**src/logic/cpu_pkg.sv**
```systemverilog
package cpu_pkg;

    // data path widths
    localparam int word_data_w = 32;            // one machine word
    localparam int reg_addr_w  = 5;             // 32 general registers

    // byte offset inside a word, word accesses only
    localparam int byte_off_w  = 2;

    // local data ram
    localparam int ram_depth   = 256;           // words
    localparam int ram_addr_w  = $clog2(ram_depth);

    // memory operation carried down from decode
    typedef enum logic [1:0] {
        mem_op_nop = 2'd0,                      // alu result passes through
        mem_op_ldw = 2'd1,                      // load word
        mem_op_stw = 2'd2                       // store word
    } mem_op_t;

    // polarity helpers
    // active-high controls compare against enable,
    // the active-low write enable idles at disable_
    localparam logic enable   = 1'b1;
    localparam logic disable_ = 1'b1;

endpackage

```
**src/logic/mem_reg.sv**
```systemverilog
`timescale 1ns/1ps

module mem_reg (
    input  logic                            clk,
    input  logic                            reset,          // async, active low
    // result from the memory controller
    input  logic [cpu_pkg::word_data_w-1:0] out,
    input  logic                            miss_align,
    // pipeline control
    input  logic                            stall,
    input  logic                            flush,
    // fields passed on from EX/MEM
    input  logic                            ex_en,
    input  logic [cpu_pkg::reg_addr_w-1:0]  ex_dst_addr,
    input  logic                            ex_gpr_we_,
    // MEM/WB register
    output logic                            mem_en,
    output logic [cpu_pkg::reg_addr_w-1:0]  mem_dst_addr,
    output logic                            mem_gpr_we_,
    output logic [cpu_pkg::word_data_w-1:0] mem_out
);

    import cpu_pkg::*;

    // stall > flush > miss_align > normal update
    always_ff @(posedge clk or negedge reset) begin
        if (!reset) begin
            mem_en       <= 1'b0;               // bubble
            mem_dst_addr <= '0;
            mem_gpr_we_  <= disable_;
            mem_out      <= '0;
        end else if (stall != enable) begin     // stalled -> hold everything
            if (flush == enable) begin
                mem_en       <= 1'b0;
                mem_dst_addr <= '0;
                mem_gpr_we_  <= disable_;
                mem_out      <= '0;
            end else if (miss_align == enable) begin
                // slot stays valid, write-back killed
                mem_en       <= ex_en;
                mem_dst_addr <= '0;
                mem_gpr_we_  <= disable_;
                mem_out      <= '0;
            end else begin
                mem_en       <= ex_en;
                mem_dst_addr <= ex_dst_addr;
                mem_gpr_we_  <= ex_gpr_we_;
                mem_out      <= out;            // loaded word or alu result
            end
        end
    end

endmodule

```
**config.mk**
```make
export PLATFORM = sky130hd
export DESIGN_NAME = mem_reg
export DESIGN_NICKNAME = d
export VERILOG_FILES = /design/src/logic/cpu_pkg.sv /design/src/logic/mem_reg.sv
export SDC_FILE = /design/constraint.sdc
export NUM_CORES = 1
export LEC_CHECK = 0
export ABC_CLOCK_PERIOD_IN_PS = 1540
export BUFFER_PORTS_ARGS = -buffer_cell sky130_fd_sc_hd__buf_2
export CORE_MARGIN = 4
export CORE_UTILIZATION = 39
export DETAILED_ROUTE_END_ITERATION = 10
export GPL_TIMING_DRIVEN = 1
export PLACE_DENSITY = 0.66
export SLEW_MARGIN = 20
export SYNTH_ARGS = -nofsm -noshare
export SYNTH_HDL_FRONTEND = slang
export SYNTH_SLANG_ARGS = --single-unit
```
**constraint.sdc**
```tcl
create_clock -name clk -period 1.54 [get_ports clk]
set_clock_uncertainty 0.05 [all_clocks]
set_input_delay 0.077 -clock clk [delete_from_list [all_inputs] [get_ports clk]]
set_output_delay 0.077 -clock clk [all_outputs]
set_load 0.005 [all_outputs]
```
* Yosys cells after proc, flatten, opt, wreduce, memory -nomap -nowiden *
Cells that the tools add are included.

cells by class
  mux-type cells = 7

operators with widths
  kind               number
  2-to-1 mux 32 bit  2
  2-to-1 mux 5 bit   2
  2-to-1 mux 1 bit   3

storage, ports and cells
  register bits after elaboration = 39
  word-level logic and storage cells = 11
  output and inout port bits = 39
  bits of input ports = 44

* Logic depth before layout (Yosys ltp) *
  depth in word-level cells = 2
  depth in mapped cells = 4
  depth with buffers taken out = 2

* Least setup slack after synthesis *
No wires, ideal clock.

  path type = reg-to-reg
  from = reg, netlist name mem_gpr_we_
  to = reg mem_gpr_we_
  period minus slack after synthesis = 0.785 ns
  arrival = 0.667 ns
  required time = 1.422 ns
  buffers on the path = 0
  setup slack = 0.755 ns
  cell stages (with the launch flop) = 3
  cells stage by stage = dfstp_2 inv_1 a21oi_2

RTL lines
  what                    RTL line       text
  end signal: assignment  mem_reg.sv:30  mem_gpr_we_ <= disable_;
  end signal: assignment  mem_reg.sv:36  mem_gpr_we_ <= disable_;
  end signal: assignment  mem_reg.sv:42  mem_gpr_we_ <= disable_;
  end: declaration        mem_reg.sv:19  output logic mem_gpr_we_,

* Final worst setup path *
  from = reg mem_gpr_we_
  to = out mem_gpr_we_

No word-level cell between the ends.

==> results.ini <==
[grt]
gr-usage-met1_pct=19.31
grt_max_degree=79
grt_overflow=0
use_met3_pct=6.486
antenna_found_initial=0
grt_pass1_vias=1322
grt_use_met2_pct=24.70
grt_first_pass_wirelength_um=6403
grt-busiest-layer=met2
track_usage_pct=15.53

[sta]
fmax_ghz=0.9638
setup_tns_ps=0
rsz0062_at_grt=false
post-route-period-util_pct=67.38
max_slew_margin_pct=62.58
final_hold_viol_count=0
setup_viol=0
report.final.slew_viol_count=0
worstMarginPinSlew_ps=561.3
finalCriticalPeriod_ps=1038

[clock_network]
cts.sinks=39
cts_tree=yes
clkTransAtPathRegs_ps=60
cts-root-buf=clkbuf_8
htree_levels=2
clkLatencyLatePin_ps=290
numCtsBuffers=5
clock_path_buffers=2

[critical_path]
arrival_ps=910
timing.rr.start=mem_gpr_we_
crit_chain=buf_2
worstSetupEndpointType=output port
crit_buf_inv=1
cp_top_family=flip-flops
start_kind=register
reg2regPathDepth=2
r2r-end=mem_gpr_we_
setup.worst_path.class=reg2out
critPathMaxFanout=2
slowest_delay_ps=530
cp_slowest_cell=dfstp_2
rrSetupSlack_ps=740
worstPathRequired_ps=1410

[min_path]
min_path_cells=3
hold_path_class=in2reg
min_to=mem_gpr_we_
hp-start=miss_align

[cells_and_area]
layout.cells.most_common_list=buf_2 (82), dfrtp_1 (38), a22o_1 (37), nor2b_1 (35), clkbuf_8 (6)
drive_above_1_share_pct=44.65
final_common_cell=buf_2
syn_to_final_growth_pct=30.93
diodes=0
final_area_um2=2225
fin_nets=259

[synthesis]
synth-seq-cells=39
syn_avg_cell_area_um2=12.97
ys_seq_area_share_pct=57.51
syn_nets=175
syn_area_um2=1699
yosysTopAreaCellShare_pct=55.96
yosysWarnings=0
syn_inst=131
synth_top_area_cell=dfrtp_1
yosysUniqueCellTypes=14
yosys-top-cells-area=dfrtp_1 (56%), a22o_1 (19%), nor2b_1 (13%)

[routing]
ant_nets=0
drt-wirelength-per-cell_um=14.92
first_iter_violations=63
wl_um=3955
routed-via-count=1313
vias_per_cell=4.955
dr.pass1.iters=4
drcViolationCount=0

[floorplan]
io_pins=83
row_count=23
fp.dieW_um=74.01
start_util_pct=41.29
core_area_um2=4115
die-area_um2=5477
die_y_um=74.01

[flow_run]
maxCapViolCount=0

[placed_design]
globalplace.congestion=0.6937
port_buffers=82
placed_cell_area_um2=2107
hpwl_um=2861

[power]
p_leak_uw=0.001210
p_per_area_nw_per_um2=942.1
vdd_ir_drop_max_v=0.0004768

[outcome]
outcome=completed

-- routing by layer --
| layer | wire [um] | part of all wire, % |
|---|---|---|
| met5 | 0 | 0 |
| met4 | 52 | 1.3 |
| met3 | 325 | 8.2 |
| met2 | 1861 | 47 |
| met1 | 1716 | 43 |
-- logic make-up after synthesis --
family	after synthesis	share of synthesized area, %
compound gates	39	19.88
buf+inv	12	6.848
flops	39	57.51
simple gates	41	15.76
-- state kept, by name (all words and copies together) (netlist names) --
signal        flops
mem_dst_addr      5
mem_en            1
mem_gpr_we_       1
mem_out          32
-- stage by stage --
step / cells / worst slack (ps) / utilization (%) / hold slack, ps / power (uW)
after floorplan: 131 / 755.4 / - / -268.6 / 1285
after global placement: 255 / 519.0 / 51.20 / 37.37 / 1421
after detailed placement: 255 / 480.1 / 51.20 / 54.18 / 1432
after CTS: 265 / 485.8 / 54.06 / 33.95 / 2125
after global routing: 265 / 402.1 / 54.06 / 72.13 / 2205
final: 265 / 502.4 / 54.06 / 44.06 / 2096
-- final cells by class --
type                    count  area [um^2]
fillers                   373         1891
flip-flops and latches     39        977.2
multi-input cells          80        605.6
repair buffers             88        488.0
clock buffers               6        82.58
well taps                  50        62.56
clock inverters             1        5.005
inverters                   1        3.754
-- worst min-delay path, stage by stage --
cell and delay, ps:
buf_2 120, nor4_2 60, a21oi_2 90
-- power by group --
group | total (uW) | switching [uW] | internal [uW]
Combinational | 300 | 138 | 162
Clock | 683 | 332 | 351
Sequential | 1110 | 30.7 | 1080
-- synthesized netlist by cell type --
library cell,count
dfrtp_1,38
a22o_1,37
nor2b_1,35
buf_6,8
buf_4,3
and2b_1,2
a21oi_2,1
dfstp_2,1
inv_1,1
nand2_1,1
nand2b_1,1
nor2_4,1
nor4_2,1
o21ai_0,1
-- worst max-delay path by stage --
| stage | startpoint | to | slack [ps] | depth (start not counted) |
|---|---|---|---|---|
| floorplan | mem_gpr_we_ | mem_gpr_we_ | 760 | 2 |
| global placement | stall | mem_out[28] | 520 | 4 |
| detailed placement | stall | mem_out[29] | 480 | 4 |
| CTS | mem_gpr_we_ | mem_gpr_we_ | 490 | 1 |
| global route | reset | mem_out[15] | 400 | 3 |
| finish | mem_gpr_we_ | mem_gpr_we_ | 500 | 1 |
-- repair_timing --
action                    CTS  global route
resized for setup           0             0
buffers inserted            0             0
hold endpoints to repair   25             0
hold buffers                3             0
Power figures use the tool's default switching activity.
