[src/logic/cpu_pkg.sv]
package cpu_pkg;

    // data path widths
    localparam int word_data_w = 32;            // one machine word
    localparam int reg_addr_w  = 5;             // 32 general registers

    // byte offset inside a word, word accesses only
    localparam int byte_off_w  = 2;

    // local data ram
    localparam int ram_depth   = 256;           // words
    localparam int ram_addr_w  = $clog2(ram_depth);

    // memory operation carried down from decode
    typedef enum logic [1:0] {
        mem_op_nop = 2'd0,                      // alu result passes through
        mem_op_ldw = 2'd1,                      // load word
        mem_op_stw = 2'd2                       // store word
    } mem_op_t;

    // polarity helpers
    // active-high controls compare against enable,
    // the active-low write enable idles at disable_
    localparam logic enable   = 1'b1;
    localparam logic disable_ = 1'b1;

endpackage

[src/logic/mem_ctrl.sv]
`timescale 1ns/1ps

module mem_ctrl (
    // slot coming out of EX/MEM
    input  logic                            ex_en,
    input  cpu_pkg::mem_op_t                ex_mem_op,
    input  logic [cpu_pkg::word_data_w-1:0] ex_out,          // alu result / byte address
    input  logic [cpu_pkg::word_data_w-1:0] ex_mem_wr_data,  // store data
    // pipeline control
    input  logic                            stall,
    input  logic                            flush,
    // data ram port
    input  logic [cpu_pkg::word_data_w-1:0] ram_rd_data,
    output logic [cpu_pkg::ram_addr_w-1:0]  ram_addr,
    output logic [cpu_pkg::word_data_w-1:0] ram_wr_data,
    output logic                            ram_we,
    // toward MEM/WB
    output logic [cpu_pkg::word_data_w-1:0] out,
    output logic                            miss_align
);

    import cpu_pkg::*;

    logic is_mem_access;                        // load or store
    logic slot_live;                            // slot really retires this edge

    assign is_mem_access = (ex_mem_op == mem_op_ldw) || (ex_mem_op == mem_op_stw);

    // low address bits must be zero for a word access
    assign miss_align = is_mem_access && (ex_out[byte_off_w-1:0] != '0);

    // word index, upper address bits ignored so it wraps at ram_depth
    assign ram_addr    = ex_out[byte_off_w +: ram_addr_w];
    assign ram_wr_data = ex_mem_wr_data;

    // a stalled or flushed slot must not touch memory
    assign slot_live = (ex_en == enable) && (stall != enable) && (flush != enable);

    assign ram_we = slot_live && (ex_mem_op == mem_op_stw) && !miss_align;

    // stage result
    always_comb begin
        case (ex_mem_op)
            mem_op_ldw: begin
                out = ram_rd_data;              // combinational read
            end
            mem_op_stw: begin
                out = '0;                       // store writes nothing back
            end
            default: begin
                out = ex_out;                   // nop, plain alu op
            end
        endcase
    end

endmodule

[config.mk]
export PLATFORM = sky130hd
export DESIGN_NAME = mem_ctrl
export DESIGN_NICKNAME = d
export VERILOG_FILES = /design/src/logic/cpu_pkg.sv /design/src/logic/mem_ctrl.sv
export SDC_FILE = /design/constraint.sdc
export NUM_CORES = 1
export LEC_CHECK = 0
export ABC_AREA = 1
export CORE_AREA = 10 10 59 61
export DETAILED_ROUTE_END_ITERATION = 12
export DIE_AREA = 0 0 69 71
export DONT_BUFFER_PORTS = 1
export MAX_ROUTING_LAYER = met4
export PLACE_DENSITY_LB_ADDON = 0.25
export SKIP_LAST_GASP = 1
export SLEW_MARGIN = 40
export SYNTH_ARGS = -nofsm -noshare
export SYNTH_HDL_FRONTEND = slang
export SYNTH_SLANG_ARGS = --single-unit
[constraint.sdc]
create_clock -name vclk -period 1.6
set_clock_uncertainty 0.05 [all_clocks]
set_input_delay 0.24 -clock vclk [all_inputs]
set_output_delay 0.24 -clock vclk [all_outputs]
set_load 0.01 [all_outputs]
# After elaboration in Yosys (flattened, before gate mapping)

Index checks and enable logic that the tools add are counted.

Equality and inequality tests: 2
Muxes and demuxes: 1
Bitwise logic cells: 2
Reduce and logical (&&, ||, !) cells: 8

Operator list:

| operator             | count |
|---|---|
| $pmux W32 S2         | 1 |
| $logic_and A1 B1 Y1  | 5 |
| $eq A2 B1 Y1 const B | 1 |
| $eq A2 B2 Y1 const B | 1 |
| $not A1 Y1           | 2 |
| $reduce_bool A2 Y1   | 1 |
| $logic_not A1 Y1     | 1 |
| $logic_or A1 B1 Y1   | 1 |

Register bits after elaboration: 0
Bits of input ports: 101
Output and inout port bits: 74
Word-level logic and storage cells: 13

# Depth between registers and ports, before layout

Gate-level depths: netlist of the first run.

Word-level depth: 5
Gate-level depth with buffers: 7
Gate-level depth less buffers: 6

# Worst setup path before layout of the first run

No wires, ideal clock.

Path type: input -> output
Start point: input port ex_mem_op[0]
End point: output port out[11] (netlist name)
Data arrival time: 1038 ps
Data required time: 1310 ps
Path slack: 272 ps
Stages on the path: 7
Buffers on the path: 2
Path through: inv_1 > ha_1 > buf_6 > inv_6 > buf_6 > nand3_2 > nand2_1

Word-level cells in the longest chain between the ends: 2
Elaborated cells on any way between the ends: 3
Classes of those cells: eq/ne (2); mux (1)

Ends and longest elaborated chain:

| what                                         | RTL line       | RTL |
|---|---|---|
| start, declared                              | mem_ctrl.sv:6  | `input cpu_pkg::mem_op_t ex_mem_op,` |
| $eq A2 B2 Y1 or $eq A2 B1 Y1 (tied branches) | mem_ctrl.sv:43 | `case (ex_mem_op)` |
| $pmux W32 S2 *                               | mem_ctrl.sv:43 |  |
| end, declared                                | mem_ctrl.sv:18 | `output logic [cpu_pkg::word_data_w-1:0] out,` |

Mark *: on every way between the ends. The rest lies on a longest branch, timed or not.

# Worst setup path after layout of the first run

Start point: input port ex_mem_op[0]
End point: output port out[18] (netlist name)

Same word-level chain as after synthesis.

==> metrics.yaml, run 1 <==
pin_count: 175
grt_usage_pct: 10.8
status: "finished, final reports clean"
gp_congestion: 0.712
dp_slack_ps: 78.9
io_buffers: 0
leakage_nw: 0.364
synth_area_um2: 901
clock_buffers: 0
yosysTopAreaCell: "buf_4"
cts_setup_buffers: 0
synthToLayoutAreaGrowth_pct: -30.6
required_ps: 1310
postLayoutSetupSlackWorst_ps: 183
post-route-period-util_pct: 88.6
maxSlewViolCount: 0
yosysSeqAreaShare_pct: 0
die_width_um: 69
multiInputGateArea_um2: 500
finalHoldViolCount: 0
rsz0062_at_grt: "false"
start_util_pct: 37.7
rows: 18
grt_pass1_vias: 886
crit_fanout: 16
vias_per_cell: 5.54
synth_top_area_share_pct: 35.0
hp-class: "input port to output pin"
min_period_ps: 1420
dr_total_vias: 814
drv_cap: 0
core_um2: 2390
synthCells: 158
fmax_ghz: 0.706
tns_ps: 0
worst_pin_slew_ps: 224
die_y_um: 71
synth.avg_cell_area_um2: 5.70
nets: 222
yosys.cell_types.count: 11
yosys-top-cells-area: "buf_4 35%, nand2_1 28%, nand3_1 12%"
grt_overflow: 0
seq_cells: 0
final-setup-viol-count: 0
wl_mm: 3.07
synth_nets: 261
fin_util_pct: 26.2
grt_max_degree: 21
place_hpwl_mm: 2.79
firstDrtPassIters: 4
max_slew_margin_pct: 85.0
antenna_cells: 0
synth_common_cells: "66 x nand2_1, 42 x buf_4, 22 x nand3_1, 10 x nand3_2"
route.detailed.drc: 0
power_density_nw_per_um2: 391
fillCellCount: 281
p_total_mw: 0.245
arrival_ps: 1130
post-synth-top-count-cell: "nand2_1"
fp.dieArea_um2: 4900
drt_iter0_drc: 21
wl_per_cell_um: 20.9
startpoint_type: "input port"
regArea_um2: 0
grt_pass1_wl_mm: 4.55
cp-end-kind: "output pin"
path_class: "input port to output pin"
ir_drop_v: 0.000190
route.antenna.remaining_nets: 0
antenna_found_initial: 0
drive_gt1_share_pct: 17.9
ys_warn_count: 0
## stage by stage
step / cell area [um2] / hold slack, ps / cells
3_3_place_gp: 623 / 430 / 147
3_5_place_dp: 623 / 430 / 147
4_1_cts: 623 / 430 / 147
6_report: 626 / 430 / 147
2_1_floorplan: 901 / 522 / 158
5_1_grt: 626 / 430 / 147
## worst max-delay path, cell delays in order
cell and delay (ps):
inv_1 20, ha_2 340, inv_6 70, buf_4 210
nand3_1 90, nand2_1 140
## power breakdown
group | internal [mW] | switching, mW
logic | 0.0734 | 0.171
registers | 0 | 0
clock network | 0 | 0
total | 0.0734 | 0.171
## layout make-up
type | count | share of cell area, %
inverters | 4 | 3.20
multi-input cells | 104 | 80.0
well taps | 30 | 6.00
repair buffers | 9 | 10.8
## cells in the final DEF (no fill, tap or decap), drive strengths merged
cell	n
nand2	66
nand3	32
buf	9
nor2	4
inv	4
ha	2
## per-layer routing
layer | global-route usage [%] | share of wire [%] | up-vias | wire length (um)
met5 | - | 0 | - | 0
met2 | 18.5 | 49 | 86 | 1490
met3 | 4.46 | 12 | 16 | 381
li1 | - | - | 371 | -
met1 | 11.3 | 37 | 341 | 1130
met4 | 2.24 | 2.3 | 0 | 70
## cells by family (layout without fill, tap and decap cells)
| kind of cell | count (synthesis) | after routing | synth area share [%] |
|---|---|---|---|
| buf+inv | 54 | 13 | 44.7 |
| fa+ha+maj | 2 | 2 | 2.78 |
| simple gates | 102 | 102 | 52.5 |
## path summary, 6_finish.rpt
kind,end,start,depth (start not counted)
setup / recovery,out[18],ex_mem_op[0],6
hold / removal,ram_wr_data[23],ex_mem_wr_data[23],0
## timing repair
action / CTS / global route
setup endpoints to repair: 0 / 6
endpoints found under the hold margin: 0 / 0
gates resized for setup: 0 / 1
hold buffers: 0 / 0
Note: power is estimated with default switching activity, not from simulation.
==> run 2: changes to the inputs <==
--- a/config.mk
+++ b/config.mk
@@ -6,7 +6,7 @@
 export NUM_CORES = 1
 export LEC_CHECK = 0
 export ABC_AREA = 1
-export CORE_AREA = 10 10 59 61
+export CORE_AREA = 2 2 67 69
 export DETAILED_ROUTE_END_ITERATION = 12
 export DIE_AREA = 0 0 69 71
 export DONT_BUFFER_PORTS = 1
==> metrics.yaml, run 2 (synthesis gave the netlist of run 1 again) <==
ir_drop_v: 0.0000992  # was 0.000190 V
die_y_um: 71  # unchanged
firstDrtPassIters: 4  # unchanged
path_depth: 5  # was 6
wl_mm: 2.29  # was 3.07 mm
maxSlewViolCount: 0  # unchanged
antenna_cells: 0  # unchanged
mostFrequentLayoutCell: "nand2_1"  # unchanged
critPathBufInv: 2  # was 3
die_width_um: 69  # unchanged
fmax_ghz: 0.686  # was 0.706 GHz
path_class: "input port to output pin"  # unchanged
fp.dieArea_um2: 4900  # unchanged
start_util_pct: 21.4  # was 37.7%
startpoint_type: "input port"  # unchanged
status: "finished, final reports clean"  # unchanged
hold_start: "ex_mem_wr_data[6]"  # was ex_mem_wr_data[23]
dr_total_vias: 754  # was 814
io_buffers: 0  # unchanged
finalHoldViolCount: 0  # unchanged
cts_resized: 0  # unchanged
startpoint: "ex_mem_op[0]"  # unchanged
hp-class: "input port to output pin"  # unchanged
min_period_ps: 1460  # was 1420 ps
grt_max_degree: 33  # was 21
regArea_um2: 0  # unchanged
pin_count: 175  # unchanged
critical_path.max_stage_delay_ps: 380  # was 340 ps
route.antenna.remaining_nets: 0  # unchanged
route.detailed.drc: 0  # unchanged
final-setup-viol-count: 0  # unchanged
crit_fanout: 32  # was 16
drt_iter0_drc: 28  # was 21
worst_pin_slew_ps: 263  # was 224 ps
vias_per_cell: 4.57  # was 5.54
gp_congestion: 0.644  # was 0.712
core_um2: 4200  # was 2390 um2
max_slew_margin_pct: 82.5  # was 85.0%
arrival_ps: 1170  # was 1130 ps
antenna_found_initial: 0  # unchanged
hold_buffers: 0  # unchanged
fillCellCount: 504  # was 281
wl_per_cell_um: 13.8  # was 20.9 um
drive_gt1_share_pct: 14.2  # was 17.9%
grt_usage_pct: 7.62  # was 10.8%
critical-path-top-delay-family: "adder cells"  # unchanged
required_ps: 1310  # about the same
cp_slowest_cell: "ha_1"  # was ha_2
worstHoldPathCells: 0  # unchanged
post-route-period-util_pct: 91.1  # was 88.6%
grt_pass1_wl_mm: 2.98  # was 4.55 mm
synthToLayoutAreaGrowth_pct: -29.7  # was -30.6%
power_density_nw_per_um2: 359  # was 391 nW/um2
grt_overflow: 0  # unchanged
path_cells: "inv_1 > ha_1 > inv_6 > nand3_1 > nand2_1"  # was inv_1 > ha_2 > inv_6 > buf_4 > nand3_1 > nand2_1
seq_cells: 0  # unchanged
rows: 24  # was 18
tns_ps: 0  # unchanged
cts_setup_buffers: 0  # unchanged
nets: 218  # was 222
cp-end-kind: "output pin"  # unchanged
drv_cap: 0  # unchanged
fin_util_pct: 15.1  # was 26.2%
leakage_nw: 0.350  # was 0.364 nW
grt_pass1_vias: 615  # was 886
clock_buffers: 0  # unchanged
rsz0062_at_grt: "false"  # unchanged
final_cell_mix: "66 x nand2_1, 22 x nand3_1, 10 x nand3_2"  # unchanged
place_hpwl_mm: 1.86  # was 2.79 mm
==> run 2: changes by cell type in the layout (fill, tap and decap cells not counted) <==
cell / change
buf_12: +1
buf_4: -5
ha_2: -1
ha_1: +1
==> run 2: report_power, final <==
| group | total [mW] | switching, mW | internal (mW) | leakage [nW] |
|---|---|---|---|---|
| Sequential | 0 | 0 | 0 | 0 |
| Combinational | 0.227 | 0.164 | 0.0633 | 0.350 |
| Clock | 0 | 0 | 0 | 0 |
| Total | 0.227 | 0.164 | 0.0633 | 0.350 |
==> run 2: per-stage QoR <==
| stage | cells | power (mW) | hold WS (ps) | setup WS (ps) | area [um2] |
|---|---|---|---|---|---|
| floorplan | 158 | 0.316 | 522 | 272 | 901 |
| global placement | 165 | 0.232 | 430 | 157 | 633 |
| detailed placement | 165 | 0.233 | 430 | 122 | 633 |
| CTS | 165 | 0.233 | 430 | 130 | 633 |
| global route | 165 | 0.253 | 430 | 60.7 | 633 |
| finish | 165 | 0.227 | 430 | 143 | 633 |
==> run 2: cell type report <==
| class | count | area, um2 | area share (%) |
|---|---|---|---|
| inverter | 4 | 20.0 | 3.16 |
| multi-input combinational | 104 | 498 | 78.7 |
| tap | 52 | 65.1 | 10.3 |
| timing repair buffer | 5 | 50.0 | 7.91 |
==> run 2: path summary, 6_finish.rpt <==
path	end	slack, ps
max	out[14]	140
min	ram_wr_data[6]	430
==> run 2: routing by layer <==
layer	routed length [um]	GRT usage [%]	vias to the layer above
met1	726	7.78	297
met4	152	5.23	0
met5	0	-	-
met2	1130	13.2	73
met3	279	1.42	20
li1	-	-	364
